===== src/include/mastermind_consts.svh =====
`ifndef MASTERMIND_CONSTS_SVH
`define MASTERMIND_CONSTS_SVH

// pegs per code or guess
`define MM_PEGS 4

// bits per peg colour
`define MM_COLOR_W 3

// red or white count, 0 to 4
`define MM_SCORE_W 3

// one seven-segment digit
`define MM_SEG_W 7

`endif


===== src/verilog/mastermind_pkg.sv =====
`default_nettype none

`include "mastermind_consts.svh"

package mastermind_pkg;

    typedef logic [`MM_COLOR_W-1:0] color_t;

    // index 0 is the first peg entered
    typedef color_t [`MM_PEGS-1:0] pegs_t;

    typedef logic [`MM_SCORE_W-1:0] score_t;

    // active low, segment g in the top bit
    typedef logic [`MM_SEG_W-1:0] seg_t;

    typedef enum logic [2:0] {
        CODE_PEG,
        CODE_WAIT,
        GUESS_PEG,
        GUESS_WAIT,
        ROUND_HOLD
    } entry_state_e;

    typedef enum logic [1:0] {
        SCORE_IDLE,
        SCORE_RUN,
        SCORE_DONE
    } scorer_state_e;

endpackage

`default_nettype wire


===== src/verilog/round_if.sv =====
`timescale 1ns/1ps
`default_nettype none

// one code/guess pair handed from entry to scoring
interface round_if;
    import mastermind_pkg::*;

    logic  valid;
    logic  ready;
    pegs_t code;
    pegs_t guess;

    modport producer (
        output valid,
        output code,
        output guess,
        input  ready
    );

    modport consumer (
        input  valid,
        input  code,
        input  guess,
        output ready
    );

endinterface

`default_nettype wire


===== src/verilog/peg_entry.sv =====
`timescale 1ns/1ps
`default_nettype none

`include "mastermind_consts.svh"

module peg_entry (
    input  wire logic              clk,
    input  wire logic              resetn,
    input  mastermind_pkg::color_t peg_i,
    input  wire logic              load_i,
    round_if.producer              round
);
    import mastermind_pkg::*;

    entry_state_e state_q;
    logic [1:0]   idx_q;
    pegs_t        code_q;
    pegs_t        guess_q;
    logic         last_peg;

    assign last_peg = (idx_q == 2'(`MM_PEGS - 1));

    always_ff @(posedge clk) begin
        if (!resetn) begin
            state_q <= CODE_PEG;
            idx_q   <= '0;
            code_q  <= '0;
            guess_q <= '0;
        end else begin
            case (state_q)
                // peg sampled on the first high cycle only
                CODE_PEG: begin
                    if (load_i) begin
                        code_q[idx_q] <= peg_i;
                        state_q       <= CODE_WAIT;
                    end
                end
                CODE_WAIT: begin
                    if (!load_i) begin
                        idx_q   <= idx_q + 2'd1;
                        state_q <= last_peg ? GUESS_PEG : CODE_PEG;
                    end
                end
                GUESS_PEG: begin
                    if (load_i) begin
                        guess_q[idx_q] <= peg_i;
                        state_q        <= GUESS_WAIT;
                    end
                end
                GUESS_WAIT: begin
                    if (!load_i) begin
                        idx_q   <= idx_q + 2'd1;
                        state_q <= last_peg ? ROUND_HOLD : GUESS_PEG;
                    end
                end
                // keys ignored until the scorer takes the round
                ROUND_HOLD: begin
                    if (round.ready) begin
                        state_q <= GUESS_PEG;
                    end
                end
                default: begin
                    state_q <= CODE_PEG;
                end
            endcase
        end
    end

    assign round.valid = (state_q == ROUND_HOLD);
    assign round.code  = code_q;
    assign round.guess = guess_q;

    // round must hold while the scorer is busy
    hold_while_stalled: assert property (
        @(posedge clk) disable iff (!resetn)
        round.valid && !round.ready |=>
            round.valid && $stable(round.code) && $stable(round.guess)
    );

endmodule

`default_nettype wire


===== src/verilog/peg_scorer.sv =====
`timescale 1ns/1ps
`default_nettype none

`include "mastermind_consts.svh"

module peg_scorer (
    input  wire logic              clk,
    input  wire logic              resetn,
    round_if.consumer              round,
    output logic                   score_valid_o,
    output mastermind_pkg::score_t red_o,
    output mastermind_pkg::score_t white_o,
    output mastermind_pkg::pegs_t  guess_o
);
    import mastermind_pkg::*;

    scorer_state_e      state_q;
    logic [1:0]         pos_q;
    pegs_t              code_q;
    pegs_t              guess_q;
    logic [`MM_PEGS-1:0] claimed_q;
    score_t             red_q;
    score_t             white_q;

    color_t             cur_color;
    logic               exact;
    logic               hit;
    logic [1:0]         hit_idx;

    // lowest unclaimed guess peg with the current code colour
    always_comb begin
        cur_color = code_q[pos_q];
        exact     = (guess_q[pos_q] == cur_color);
        hit       = 1'b0;
        hit_idx   = '0;
        for (int j = `MM_PEGS - 1; j >= 0; j--) begin
            if (!claimed_q[j] && (guess_q[j] == cur_color)) begin
                hit     = 1'b1;
                hit_idx = 2'(j);
            end
        end
    end

    always_ff @(posedge clk) begin
        if (!resetn) begin
            state_q <= SCORE_IDLE;
        end else begin
            case (state_q)
                SCORE_IDLE: begin
                    if (round.valid) begin
                        state_q <= SCORE_RUN;
                    end
                end
                SCORE_RUN: begin
                    if (pos_q == 2'(`MM_PEGS - 1)) begin
                        state_q <= SCORE_DONE;
                    end
                end
                default: begin
                    state_q <= SCORE_IDLE;
                end
            endcase
        end
    end

    always_ff @(posedge clk) begin
        if ((state_q == SCORE_IDLE) && round.valid) begin
            code_q  <= round.code;
            guess_q <= round.guess;
            pos_q   <= '0;
            red_q   <= '0;
            white_q <= '0;
            // exact matches are never available for white
            for (int j = 0; j < `MM_PEGS; j++) begin
                claimed_q[j] <= (round.code[j] == round.guess[j]);
            end
        end else if (state_q == SCORE_RUN) begin
            pos_q <= pos_q + 2'd1;
            if (exact) begin
                red_q <= red_q + 3'd1;
            end else if (hit) begin
                claimed_q[hit_idx] <= 1'b1;
                white_q            <= white_q + 3'd1;
            end
        end
    end

    assign round.ready   = (state_q == SCORE_IDLE);
    assign score_valid_o = (state_q == SCORE_DONE);
    assign red_o         = red_q;
    assign white_o       = white_q;
    assign guess_o       = guess_q;

    score_in_range: assert property (
        @(posedge clk) disable iff (!resetn)
        (state_q == SCORE_DONE) |-> (red_q + white_q <= `MM_PEGS)
    );

endmodule

`default_nettype wire


===== src/verilog/score_display.sv =====
`timescale 1ns/1ps
`default_nettype none

`include "mastermind_consts.svh"

module score_display (
    input  wire logic              clk,
    input  wire logic              resetn,
    input  wire logic              score_valid_i,
    input  mastermind_pkg::score_t red_i,
    input  mastermind_pkg::score_t white_i,
    input  mastermind_pkg::pegs_t  guess_i,
    output logic                   score_valid_o,
    output mastermind_pkg::score_t red_o,
    output mastermind_pkg::score_t white_o,
    output mastermind_pkg::seg_t   hex0_o,
    output mastermind_pkg::seg_t   hex1_o,
    output mastermind_pkg::seg_t   hex2_o,
    output mastermind_pkg::seg_t   hex3_o,
    output mastermind_pkg::seg_t   hex4_o,
    output mastermind_pkg::seg_t   hex5_o
);
    import mastermind_pkg::*;

    logic   valid_q;
    score_t red_q;
    score_t white_q;
    pegs_t  guess_q;

    // digits 0 to 7 only, counts and colours both fit
    function automatic seg_t digit_seg(input logic [2:0] d);
        case (d)
            3'd0:    digit_seg = 7'b100_0000;
            3'd1:    digit_seg = 7'b111_1001;
            3'd2:    digit_seg = 7'b010_0100;
            3'd3:    digit_seg = 7'b011_0000;
            3'd4:    digit_seg = 7'b001_1001;
            3'd5:    digit_seg = 7'b001_0010;
            3'd6:    digit_seg = 7'b000_0010;
            default: digit_seg = 7'b111_1000;
        endcase
    endfunction

    always_ff @(posedge clk) begin
        if (!resetn) begin
            valid_q <= 1'b0;
            red_q   <= '0;
            white_q <= '0;
            guess_q <= '0;
        end else begin
            valid_q <= score_valid_i;
            if (score_valid_i) begin
                red_q   <= red_i;
                white_q <= white_i;
                guess_q <= guess_i;
            end
        end
    end

    assign score_valid_o = valid_q;
    assign red_o         = red_q;
    assign white_o       = white_q;

    assign hex0_o = digit_seg(guess_q[0]);
    assign hex1_o = digit_seg(guess_q[1]);
    assign hex2_o = digit_seg(guess_q[2]);
    assign hex3_o = digit_seg(guess_q[3]);
    assign hex4_o = digit_seg(red_q);
    assign hex5_o = digit_seg(white_q);

    red_in_range: assert property (
        @(posedge clk) disable iff (!resetn)
        red_q <= `MM_PEGS
    );

endmodule

`default_nettype wire


===== src/verilog/mastermind_top.sv =====
`timescale 1ns/1ps
`default_nettype none

module mastermind_top (
    input  wire logic              clk,
    input  wire logic              resetn,
    input  mastermind_pkg::color_t peg_i,
    input  wire logic              load_i,
    output logic                   score_valid_o,
    output mastermind_pkg::score_t red_o,
    output mastermind_pkg::score_t white_o,
    output mastermind_pkg::seg_t   hex0_o,
    output mastermind_pkg::seg_t   hex1_o,
    output mastermind_pkg::seg_t   hex2_o,
    output mastermind_pkg::seg_t   hex3_o,
    output mastermind_pkg::seg_t   hex4_o,
    output mastermind_pkg::seg_t   hex5_o
);
    import mastermind_pkg::*;

    logic   score_valid;
    score_t red;
    score_t white;
    pegs_t  guess;

    round_if round_link ();

    peg_entry peg_entry_inst (
        .clk    (clk),
        .resetn (resetn),
        .peg_i  (peg_i),
        .load_i (load_i),
        .round  (round_link.producer)
    );

    peg_scorer peg_scorer_inst (
        .clk           (clk),
        .resetn        (resetn),
        .round         (round_link.consumer),
        .score_valid_o (score_valid),
        .red_o         (red),
        .white_o       (white),
        .guess_o       (guess)
    );

    score_display score_display_inst (
        .clk           (clk),
        .resetn        (resetn),
        .score_valid_i (score_valid),
        .red_i         (red),
        .white_i       (white),
        .guess_i       (guess),
        .score_valid_o (score_valid_o),
        .red_o         (red_o),
        .white_o       (white_o),
        .hex0_o        (hex0_o),
        .hex1_o        (hex1_o),
        .hex2_o        (hex2_o),
        .hex3_o        (hex3_o),
        .hex4_o        (hex4_o),
        .hex5_o        (hex5_o)
    );

endmodule

`default_nettype wire


===== config.mk =====
export PLATFORM = sky130hd
export DESIGN_NAME = mastermind_top
export DESIGN_NICKNAME = d
export VERILOG_FILES = /design/src/verilog/mastermind_pkg.sv /design/src/verilog/round_if.sv /design/src/verilog/peg_entry.sv /design/src/verilog/peg_scorer.sv /design/src/verilog/score_display.sv /design/src/verilog/mastermind_top.sv
export VERILOG_INCLUDE_DIRS = /design/src /design/src/include
export SDC_FILE = /design/constraint.sdc
export NUM_CORES = 1
export LEC_CHECK = 0
export BUFFER_PORTS_ARGS = -buffer_cell sky130_fd_sc_hd__buf_2
export CAP_MARGIN = 20
export CELL_PAD_IN_SITES_DETAIL_PLACEMENT = 1
export CELL_PAD_IN_SITES_GLOBAL_PLACEMENT = 1
export CORE_MARGIN = 4
export CORE_UTILIZATION = 44
export DETAILED_ROUTE_END_ITERATION = 8
export PLACE_DENSITY_LB_ADDON = 0.1
export SYNTH_ARGS = -nofsm -noshare
export SYNTH_HDL_FRONTEND = slang
export SYNTH_SLANG_ARGS = --single-unit

===== constraint.sdc =====
create_clock -name clk -period 3.6 [get_ports clk]
set_input_delay 0.18 -clock clk [delete_from_list [all_inputs] [get_ports clk]]
set_output_delay 0.18 -clock clk [all_outputs]
set_load 0.005 [all_outputs]

## After elaboration in Yosys (flattened, before gate mapping)

Index checks and enable logic that the tools add are counted.

| word-level totals | value |
|---|---|
| output and inout bits | 49 |
| input port bits | 6 |
| register bits | 86 |
| logic and storage cells | 172 |

| cells by class | value |
|---|---|
| $add $sub $neg | 4 |
| eq/ne operators | 61 |
| reductions and logical operators | 30 |
| mux-type cells | 39 |
| bitwise logic cells | 3 |
| order comparisons | 5 |

Operators with widths:

| operator | count |
|---|---|
| $pmux W7 S7 | 6 |
| $eq A3 B3 Y1 const B | 19 |
| $eq A3 B2 Y1 const B | 14 |
| $eq A3 B3 Y1 | 9 |
| $mux W3 | 9 |
| $bwmux W12 | 2 |
| $eq A3 B1 Y1 const B | 7 |
| $logic_not A3 Y1 | 7 |
| $mux W4 | 4 |
| $pmux W3 S5 | 1 |
| $mux W2 | 7 |
| $bmux W3 S2 | 2 |
| $ne A2 B2 Y1 const B | 6 |
| $reduce_and A2 Y1 | 5 |
| $lt A2 B3 Y1 const B | 3 |
| $logic_and A1 B1 Y1 | 7 |
| $add A3 B1 Y3 const B | 2 |
| $demux W3 S2 | 1 |
| $eq A2 B2 Y1 const B | 3 |
| $reduce_and A3 Y1 | 2 |
| $mux W1 | 5 |
| $reduce_and A5 Y1 | 1 |
| $add A2 B1 Y2 const B | 2 |
| $ge A2 B1 Y1 const B | 2 |
| other kinds (10) | 16 |

## Depth between registers and ports, before layout

Gate-level depths: netlist (run 1).

| depth | value |
|---|---|
| word-level depth | 17 |
| depth in mapped cells | 8 |
| mapped depth without buffers | 6 |

## Modules after synthesis

Synthesis (run 1) repeated with hierarchy kept, for this count alone.

| second synthesis, totals | value |
|---|---|
| cells, all modules | 411 |
| area, all modules | 4440.5 um^2 |

By module, submodules not included:

| module | instances | area each (um^2) | cells an instance | sequential area each (um^2) |
|---|---|---|---|---|
| peg_scorer | 1 | 1840.5 | 133 | 1041.0 |
| score_display | 1 | 1388.8 | 156 | 380.4 |
| peg_entry | 1 | 1211.2 | 122 | 580.6 |

## Worst setup path before layout (run 1)

No wires, ideal clock.

| timing path | value |
|---|---|
| kind | register to register |
| start point | register peg_entry_inst.state_q[2] |
| end point | register peg_scorer_inst.claimed_q[0] (data pin) |
| required time | 3.283 ns |
| cell stages (with the launch flop) | 6 |
| setup time | 0.317 ns |
| path slack | 1.069 ns |
| buffers on the path | 2 |
| arrival time | 2.214 ns |
| clock period less this slack | 2.531 ns |
| path through | dfxtp_1 -> clkbuf_1 -> nand2_1 -> nor3_1 -> clkbuf_1 -> a22oi_1 |

| between the ends | value |
|---|---|
| word-level cells in the longest chain between the ends | 3 |

Ends and longest elaborated chain:

| what | RTL line | source |
|---|---|---|
| start: declaration | peg_entry.sv:15 | `entry_state_e state_q;` |
| start signal: assignment | peg_entry.sv:41 | `state_q <= last_peg ? GUESS_PEG : CODE_PEG;` |
| start signal: assignment | peg_entry.sv:53 | `state_q <= last_peg ? ROUND_HOLD : GUESS_PEG;` |
| $eq A3 B3 Y1 | peg_entry.sv:69 | `assign round.valid = (state_q == ROUND_HOLD);` |
| $logic_and A1 B1 Y1 | peg_scorer.sv:67 | `if ((state_q == SCORE_IDLE) && round.valid) begin` |
| $mux W4 | peg_scorer.sv:67 |  |
| end signal: indexed assignment | peg_scorer.sv:75 | `claimed_q[j] <= (round.code[j] == round.guess[j]);` |
| end: declaration | peg_scorer.sv:21 | `` logic [`MM_PEGS-1:0] claimed_q; `` |

Every way passes these cells.
A chain may end at the register's enable or synchronous reset.

## Final worst setup path (run 1)

| timing path | value |
|---|---|
| start point | register peg_scorer_inst.pos_q[0] |
| end point | register peg_scorer_inst.claimed_q[3] (enable) |

| between the ends | value |
|---|---|
| word-level cells in the longest chain between the ends | 10 |
| elaborated cells between the ends (all ways) | 20 |
| classes of those cells | eq/ne: 6; mux: 8; reduce/logical: 6 |

Ends and longest elaborated chain:

| what | RTL line | source |
|---|---|---|
| start: declaration | peg_scorer.sv:18 | `logic [1:0] pos_q;` |
| start signal: assignment | peg_scorer.sv:78 | `pos_q <= pos_q + 2'd1;` |
| $bmux W3 S2 | peg_scorer.sv:32 | `cur_color = code_q[pos_q];` |
| $mux W3 (implied by the code) | peg_scorer.sv:32 |  |
| $eq A3 B3 Y1 | peg_scorer.sv:37 | `if (!claimed_q[j] && (guess_q[j] == cur_color)) begin` |
| $logic_and A1 B1 Y1 | peg_scorer.sv:37 |  |
| $mux W1 (4 in series) | peg_scorer.sv:37 |  |
| $reduce_bool A2 Y1 (no line) | n/a |  |
| $reduce_and A3 Y1 (no line) * | n/a |  |

Every way passes the cells marked *; elsewhere a longest branch is shown, timed or not. The select of a mux whose other input is x is not followed.

==> results of run 1 <==
flip-flops by register name (all words and copies together), names as in the netlist:
name and count:
peg_entry_inst.state_q 3, peg_entry_inst.idx_q 2, peg_scorer_inst.red_o 3, score_display_inst.white_o 3, peg_scorer_inst.white_o 3, peg_entry_inst.round.code 12, peg_scorer_inst.state_q 2, score_display_inst.red_o 3
peg_scorer_inst.pos_q 2, peg_entry_inst.round.guess 12, peg_scorer_inst.code_q 12, score_display_inst.score_valid_o 1, peg_scorer_inst.guess_o 12, peg_scorer_inst.claimed_q 4, score_display_inst.guess_q 12
area by class of cell:
| class | instances | area share |
|---|---|---|
| Multi-Input combinational cell | 328 | 0.4403 |
| Tap cell | 129 | 0.03357 |
| Clock inverter | 7 | 0.01613 |
| Sequential cell | 86 | 0.4163 |
| Inverter | 7 | 0.005464 |
| Timing Repair Buffer | 58 | 0.06245 |
| Clock buffer | 9 | 0.02576 |
synth_stat cells (3+ instances only):
| cell type | count | area share |
|---|---|---|
| ha_1 | 7 | 0.020 |
| edfxtp_1 | 28 | 0.20 |
| and2_1 | 10 | 0.015 |
| a21o_1 | 5 | 0.0088 |
| mux4_2 | 3 | 0.016 |
| nor2_1 | 21 | 0.018 |
| a21oi_1 | 4 | 0.0047 |
| nor3_1 | 6 | 0.0070 |
| xor2_1 | 13 | 0.027 |
| nand4_1 | 3 | 0.0044 |
| nand2_1 | 88 | 0.077 |
| a21boi_0 | 42 | 0.074 |
| xnor2_1 | 30 | 0.061 |
| dfxtp_1 | 58 | 0.27 |
| nand2b_1 | 10 | 0.015 |
| mux2i_1 | 6 | 0.014 |
| o21ai_0 | 15 | 0.018 |
| mux4_1 | 3 | 0.018 |
| inv_1 | 7 | 0.0061 |
| nand3_1 | 34 | 0.040 |
| nor2b_1 | 4 | 0.0058 |
| clkbuf_1 | 36 | 0.032 |
layer usage:
metal | wire length, µm | vias up | GRT usage
met5 | 0 | - | 0
met4 | 186 | 0 | 0.05571
met3 | 374 | 12 | 0.04094
met2 | 4789 | 56 | 0.3089
met1 | 4336 | 1558 | 0.2180
li1 | - | 1620 | -
through the flow:
stage,worst slack [ns],instances,utilization
final,0.7749,624,0.5131
after global routing,0.6365,624,0.5131
after CTS,0.7639,624,0.5131
after detailed placement,0.7726,608,0.4916
after global placement,0.8605,608,0.4916
after floorplan,1.069,460,-
worst max-delay path by stage:
stage	startpoint	to	cells after the start
floorplan	peg_entry_inst.state_q[2]$_SDFFE_PN0P_	peg_scorer_inst.claimed_q[0]$_DFFE_PP_	5
global placement	peg_scorer_inst.pos_q[0]$_SDFFE_PP0N_	peg_scorer_inst.claimed_q[0]$_DFFE_PP_	5
detailed placement	peg_scorer_inst.pos_q[0]$_SDFFE_PP0N_	peg_scorer_inst.claimed_q[2]$_DFFE_PP_	5
CTS	peg_scorer_inst.pos_q[0]$_SDFFE_PP0N_	peg_scorer_inst.claimed_q[2]$_DFFE_PP_	5
global route	peg_scorer_inst.pos_q[0]$_SDFFE_PP0N_	peg_scorer_inst.red_o[2]$_SDFFE_PP0P_	6
finish	peg_scorer_inst.pos_q[0]$_SDFFE_PP0N_	peg_scorer_inst.claimed_q[3]$_DFFE_PP_	5
worst max-delay path, delay by kind of cell, from the launching register on:
| family | cells | cell delay, ns |
|---|---|---|
| AOI/OAI and AO/OA | 1 | 0.31 |
| DFF | 1 | 0.61 |
| and+or+nand+nor | 2 | 0.76 |
| muxes | 1 | 0.68 |
| xor gates and xnor gates | 1 | 0.19 |
logic make-up (layout without fill, tap and decap cells):
family | Yosys count | in the layout
AND/OR/NAND/NOR | 189 | 189
flip-flops | 86 | 86
AO/OA/AOI/OAI | 76 | 76
buffers and inverters | 46 | 81
XOR/XNOR | 43 | 43
multiplexers | 13 | 13
adder cells (fa/ha/maj) | 7 | 7
power by group:
part	internal (mW)	switching, mW	leakage [nW]
Sequential	1.00	0.0113	0.702
Combinational	0.0351	0.0419	0.965
Clock	0.328	0.365	0.101
==> flow_summary.toml, run 1 <==
[sta]
finalHoldWorstSlack_ns = 0.1158
finalSetupViolations = 0
max_freq_mhz = 354.0
rsz0062_at_grt = "false"
maxSlewViolCount = 0
relSlewSlack = 0.4547
fin_crit_sh = 0.7848
skew_ns = 0.01128
min_period_ns = 2.825
hold_viol = 0
finalSetupTns_ns = 0
tightest_slew_ns = 0.8105

[clock_tree]
worst_skew_pair.late_latency_ns = 0.36
cts_root_buf = "clkbuf_8"
cts_hold_buf = 0
postCtsSetupBuffers = 0
cts_buffer_depth = 2
postCtsResizedCells = 0
cts_inserted_buffers = 9
htree_levels = 3
clock_sinks = 86
cts_tree = "built"
clkTransAtPathRegs_ns = 0.09

[floorplanning]
io_pins = 55
die_h_um = 106.7
core_um2 = 9371
die_w_um = 106.7
initial_core_util = 0.4577
rows = 35
dieArea_um2 = 11390

[grt]
overflow = 0
antenna_found_initial = 0
grt_pass1_vias = 3219
grt_max_degree = 51
grt_pass1_wl_um = 16040
grt_usage = 0.1775

[worst_setup_path]
worst-setup-path-type = "register to register"
crit_slowest_cell = "mux4_2"
rr_worst_depth = 5
r2r_start = "peg_scorer_inst.pos_q[0]$_SDFFE_PP0N_"
worstPathArrival_ns = 2.90
crit_required_ns = 3.67
startpoint_type = "register"
worstReg2RegEnd = "peg_scorer_inst.claimed_q[3]$_DFFE_PP_"
worst_path_largest_cell_delay_ns = 0.68
crit_fanout = 8
endpoint_kind = "register"
reg2reg_setup_slack_ns = 0.77
crit_chain = "mux4_2 -> xor2_1 -> or4_4 -> a41oi_2 -> or2_2"

[power_and_ir_drop]
p_per_area_nw_per_um2 = 370.9
irDropWorstVdd_uv = 237.9
total_power_mw = 1.783
p_leak_nw = 1.768

[yosys]
synth_edf_count = 28
syn_inst = 460
syn_avg_cell_area_um2 = 9.324
synthAdderAreaFrac = 0.02042
synthMuxAreaShare = 0.05076
synth.yosys.seq_area_share = 0.4667
syn_area_um2 = 4289
yosys.area_share.simple = 0.2068
synth_top_family_by_area = "simple AND/OR/NAND/NOR gates"
synth_ff_type = "dfxtp_1"
async_reset_ff_frac = 0
ys_warn_count = 0
syn-num-nets = 473
synth_xor_xnor_area_share = 0.08781
synth_cell_types = 44
ys_ff_latch = 86
synth_compound_area_frac = 0.1237

[outcome]
status = "finished, final reports clean"

[layout]
antenna_cells = 0
final_nets = 503
drive_gt1_frac = 0.1717
regArea_um2 = 2002
layout_common_cells = "88 x nand2_1, 58 x dfxtp_1, 54 x buf_2"
area_delta_synth_final_pct = 12.11
fill_cells = 1145
multi_input_area_um2 = 2117
final_common_cell = "nand2_1"
final_cell_area_um2 = 4808

[min_path]
holdPathEnd = "peg_entry_inst.state_q[0]$_SDFFE_PN0P_"
worstHoldPathType = "input pin to register"
hp-start = "load_i"
whs_path_depth = 2

[drt]
drt_iter0_markers = 104
finalWirelength_um = 9686
viasPerCell = 5.202
num_vias = 3246
drtAntennaViolNets = 0
drc = 0
routedWlPerCell_um = 15.52
drtPass1Iterations = 4

[place]
io_buffers = 54
gp_congestion = 0.8170
dpl_cell_area_um2 = 4607
dp_hpwl_um = 7262

[run]
cap_violations = 0
Note: power is estimated with default switching activity, not from simulation.
==> run 2: changes to the inputs <==
==> constraint.sdc (replaced) <==
create_clock -name clk -period 2.9 [get_ports clk]
set_input_delay 0.145 -clock clk [delete_from_list [all_inputs] [get_ports clk]]
set_output_delay 0.145 -clock clk [all_outputs]
set_load 0.005 [all_outputs]
==> run 2 against run 1 <==
Compared with the run above:
- final cell count up 0.32%
- register-to-register slack worse by 0.54 ns
- clock power up 7.1%
- critical path type unchanged
- critical path depth unchanged
- first-iteration DRC count rose by 36%
- wire length increased by 1.3%
- setup slack got worse by 0.54 ns
- total power rose by 18%
==> flow_summary.toml, run 2 (same netlist as run 1, synthesis figures left out) <==
[sta]
skew_ns = 0.008845
tightest_slew_ns = 0.7285
rsz0062_at_grt = "false"
relSlewSlack = 0.5143
min_period_ns = 2.669
finalSetupViolations = 0
finalSetupTns_ns = 0
max_freq_mhz = 374.6
fin_crit_sh = 0.9205
maxSlewViolCount = 0
fin_ws_ns = 0.2305
hold_viol = 0

[layout]
area_delta_synth_final_pct = 11.70
fill_cells = 1126
final_cell_area_um2 = 4791
final_common_cell = "nand2_1"
drive_gt1_frac = 0.1690
layout_common_cells = "88 x nand2_1, 58 x dfxtp_1, 54 x buf_2"
antenna_cells = 0
utilization = 0.5112
final_nets = 505

[worst_setup_path]
endpoint_kind = "register"
crit_family = "simple AND/OR/NAND/NOR gates"
worstPathArrival_ns = 2.73
crit_required_ns = 2.96
crit_buf_inv = 0
worst_path_largest_cell_delay_ns = 0.65
crit_chain = "mux4_2 -> xor2_1 -> or4_4 -> a41oi_2 -> or2_2"
crit_slowest_cell = "mux4_2"
worst-setup-path-type = "register to register"
crit_fanout = 5
startpoint_type = "register"

[outcome]
status = "finished, final reports clean"

[grt]
antenna_found_initial = 0
grt_pass1_wl_um = 16770
use_met2 = 0.3228
gr-max-usage-layer = "met2"
grt_pass1_vias = 3385
grt_max_degree = 51
grt_use_met3 = 0.04154
use_met1 = 0.2292
grt_usage = 0.1846
overflow = 0

[clock_tree]
cts_buffer_depth = 2
cts_root_buf = "clkbuf_8"
htree_levels = 3
clkTransAtPathRegs_ns = 0.08
cts_tree = "built"
worst_skew_pair.late_latency_ns = 0.35
clock_sinks = 86
postCtsSetupBuffers = 0
cts_inserted_buffers = 9
postCtsResizedCells = 0
cts_hold_buf = 0

[place]
dp_hpwl_um = 7189
pre_cts_slack_ns = 0.2226
dpl_cell_area_um2 = 4622
io_buffers = 54
gp_congestion = 0.8292

[drt]
drt_iter0_markers = 141
drc = 0
finalWirelength_um = 9808
num_vias = 3292
routedWlPerCell_um = 15.67
viasPerCell = 5.259
drtAntennaViolNets = 0
drtPass1Iterations = 4

[power_and_ir_drop]
swShare = 0.2280
p_seq_frac = 0.598
irDropWorstVdd_uv = 233.8
p_per_area_nw_per_um2 = 438.0
total_power_mw = 2.098
p_int_mw = 1.620
combPwrFrac = 0.048
p_leak_nw = 1.758
p_clk_frac = 0.353
p_switching_mw = 0.4783

[floorplanning]
die_h_um = 106.7
rows = 35
core_um2 = 9371
die_w_um = 106.7
initial_core_util = 0.4577
dieArea_um2 = 11390
io_pins = 55

[run]
cap_violations = 0

[min_path]
worstHoldPathType = "input pin to register"
[run 2: layout make-up]
class | instances | area [µm²] | area share
Inverter | 7 | 26.28 | 0.005484
Clock buffer | 12 | 145.1 | 0.03030
Timing Repair Buffer | 60 | 315.3 | 0.06581
Sequential cell | 86 | 2002 | 0.4179
Multi-Input combinational cell | 328 | 2117 | 0.4419
Tap cell | 129 | 161.4 | 0.03369
Clock inverter | 4 | 23.77 | 0.004962
[run 2: final timing paths]
| check | start | endpoint | slack, ns | cells past startpoint |
|---|---|---|---|---|
| hold / removal | load_i | peg_entry_inst.state_q[0]$_SDFFE_PN0P_ | 0.09 | 2 |
| setup / recovery | peg_scorer_inst.pos_q[0]$_SDFFE_PP0N_ | peg_scorer_inst.claimed_q[2]$_DFFE_PP_ | 0.23 | 5 |
| hold reg to reg | peg_scorer_inst.white_o[2]$_SDFFE_PP0P_ | peg_scorer_inst.white_o[2]$_SDFFE_PP0P_ | 0.47 | 1 |
| setup reg to reg | peg_scorer_inst.pos_q[0]$_SDFFE_PP0N_ | peg_scorer_inst.claimed_q[2]$_DFFE_PP_ | 0.23 | 5 |
[run 2: routing by layer]
metal,up-vias,wire length [µm],part of all wire
li1,1623,-,-
met4,0,161,0.016
met1,1593,4261,0.43
met5,-,0,0
met3,12,395,0.040
met2,64,4990,0.51
[run 2: through the flow]
stage | hold slack (ns) | instances
finish | 0.08969 | 626
global route | 0.1048 | 626
CTS | 0.07754 | 626
detailed placement | 0.4449 | 610
global placement | 0.4249 | 610
floorplan | 0.3008 | 460
[run 2: power by group through the flow]
| stage | sequential, mW | clock (mW) | combinational, mW |
|---|---|---|---|
| after global placement | 1.28 | 0 | 0.0978 |
| after CTS | 1.26 | 0.777 | 0.103 |
| after global routing | 1.26 | 0.842 | 0.112 |
| after detailed placement | 1.28 | 0 | 0.102 |
| final | 1.26 | 0.742 | 0.101 |
| after floorplan | 1.28 | 0 | 0.0821 |
==> run 3: changes to the inputs <==
--- a/config.mk
+++ b/config.mk
@@ -11,7 +11,7 @@
 export CELL_PAD_IN_SITES_DETAIL_PLACEMENT = 1
 export CELL_PAD_IN_SITES_GLOBAL_PLACEMENT = 1
 export CORE_MARGIN = 4
-export CORE_UTILIZATION = 44
+export CORE_UTILIZATION = 48
 export DETAILED_ROUTE_END_ITERATION = 8
 export PLACE_DENSITY_LB_ADDON = 0.1
 export SYNTH_ARGS = -nofsm -noshare
==> constraint.sdc (replaced) <==
create_clock -name clk -period 3.2 [get_ports clk]
set_input_delay 0.16 -clock clk [delete_from_list [all_inputs] [get_ports clk]]
set_output_delay 0.16 -clock clk [all_outputs]
set_load 0.02 [all_outputs]
==> run 3 against run 2 <==
Compared with the run above:
- global-route usage up 0.62 points
- die area decreased by 7.7%
- cell area is 0.50% lower
- clock skew increased by 0.0028 ns
- final cell count decreased by 3.5%
- total power down 8.0%
- critical path depth did not move
- worst hold slack got worse by 0.0077 ns
- first-iteration DRC count decreased by 57%
- maximum frequency shrank 5.0%
- setup slack better by 0.16 ns
==> flow_summary.toml, run 3 (same netlist as run 1, synthesis figures left out) <==
[clock_tree]
clkTransAtPathRegs_ns = 0.09
cts_root_buf = "clkbuf_8"
postCtsSetupBuffers = 0
cts_buffer_depth = 2
htree_levels = 3
cts_hold_buf = 0
worst_skew_pair.late_latency_ns = 0.36
clock_sinks = 86
cts_inserted_buffers = 9
postCtsResizedCells = 0
cts_tree = "built"

[place]
pre_cts_slack_ns = 0.4115
dp_hpwl_um = 6932
gp_congestion = 0.7816
dpl_cell_area_um2 = 4588
io_buffers = 54

[drt]
drt_iter0_markers = 61
drtAntennaViolNets = 0
routedWlPerCell_um = 15.44
drtPass1Iterations = 4
drc = 0
num_vias = 3226
viasPerCell = 5.341
finalWirelength_um = 9324

[sta]
tightest_slew_ns = 0.7210
maxSlewViolCount = 0
hold_viol = 0
min_period_ns = 2.810
fin_crit_sh = 0.8782
skew_ns = 0.01160
fin_ws_ns = 0.3897
rsz0062_at_grt = "false"
max_freq_mhz = 355.8
finalHoldWorstSlack_ns = 0.08198
finalSetupViolations = 0
relSlewSlack = 0.5193
finalSetupTns_ns = 0

[layout]
final_nets = 504
area_delta_synth_final_pct = 11.14
utilization = 0.5466
final_common_cell = "nand2_1"
layout_common_cells = "88 x nand2_1, 58 x dfxtp_1, 54 x buf_2"
final_cell_area_um2 = 4767
antenna_cells = 0
drive_gt1_frac = 0.1734

[grt]
grt_usage = 0.1908
overflow = 0
grt_max_degree = 51
grt_pass1_vias = 3167
grt_pass1_wl_um = 15650
antenna_found_initial = 0

[floorplanning]
io_pins = 55
initial_core_util = 0.4918
die_w_um = 102.5
rows = 34
dieArea_um2 = 10510
die_h_um = 102.5
core_um2 = 8721

[worst_setup_path]
crit_fanout = 8
worst_path_largest_cell_delay_ns = 0.66
crit_required_ns = 3.27
endpoint_kind = "register"
worstPathArrival_ns = 2.88
startpoint_type = "register"
crit_chain = "mux4_2 -> xor2_1 -> or4_4 -> a41oi_2 -> or2_2"
worst-setup-path-type = "register to register"
crit_slowest_cell = "mux4_2"
reg2reg_setup_slack_ns = 0.39

[min_path]
worstHoldPathType = "input pin to register"

[power_and_ir_drop]
p_per_area_nw_per_um2 = 404.9
irDropWorstVdd_uv = 261.2
p_leak_nw = 1.755

[run]
cap_violations = 0

[outcome]
status = "finished, final reports clean"
[run 3: layout make-up]
class | count | area (µm²)
Clock inverter | 7 | 55.05
Tap cell | 108 | 135.1
Sequential cell | 86 | 2002
Fill cell | 1026 | 3954
Inverter | 7 | 26.28
Timing Repair Buffer | 59 | 307.8
Multi-Input combinational cell | 328 | 2117
Clock buffer | 9 | 123.9
[run 3: per-layer routing]
| layer | up-vias | track usage | share of wire |
|---|---|---|---|
| met2 | 71 | 0.3337 | 0.50 |
| met3 | 20 | 0.02842 | 0.044 |
| met1 | 1512 | 0.2361 | 0.44 |
| met4 | 0 | 0.07669 | 0.022 |
| met5 | - | 0 | 0 |
| li1 | 1623 | - | - |
[run 3: metrics by stage]
stage,cells,power (mW)
final,604,1.930
after global routing,604,2.019
after CTS,604,1.951
after detailed placement,588,1.253
after global placement,588,1.248
after floorplan,460,1.233
[run 3: power by group]
part | total [mW] | switching [mW] | internal (mW)
clock | 0.704 | 0.415 | 0.289
sequential | 1.14 | 0.0123 | 1.13
combinational | 0.0870 | 0.0476 | 0.0394
total | 1.93 | 0.475 | 1.46
[run 3: critical path: cells and delay by family, from the launching register on]
kind,cells,cell delay [ns]
DFF,1,0.58
muxes,1,0.66
and+or+nand+nor,2,0.77
AOI/OAI and AO/OA,1,0.31
xor gates and xnor gates,1,0.19
[run 3: worst paths after layout]
kind	cells past startpoint	end	startpoint
setup / recovery	5	peg_scorer_inst.claimed_q[2]$_DFFE_PP_	peg_scorer_inst.pos_q[0]$_SDFFE_PP0N_
setup reg to reg	5	peg_scorer_inst.claimed_q[2]$_DFFE_PP_	peg_scorer_inst.pos_q[0]$_SDFFE_PP0N_
hold / removal	2	peg_entry_inst.state_q[0]$_SDFFE_PN0P_	load_i
hold reg to reg	1	peg_scorer_inst.white_o[2]$_SDFFE_PP0P_	peg_scorer_inst.white_o[2]$_SDFFE_PP0P_
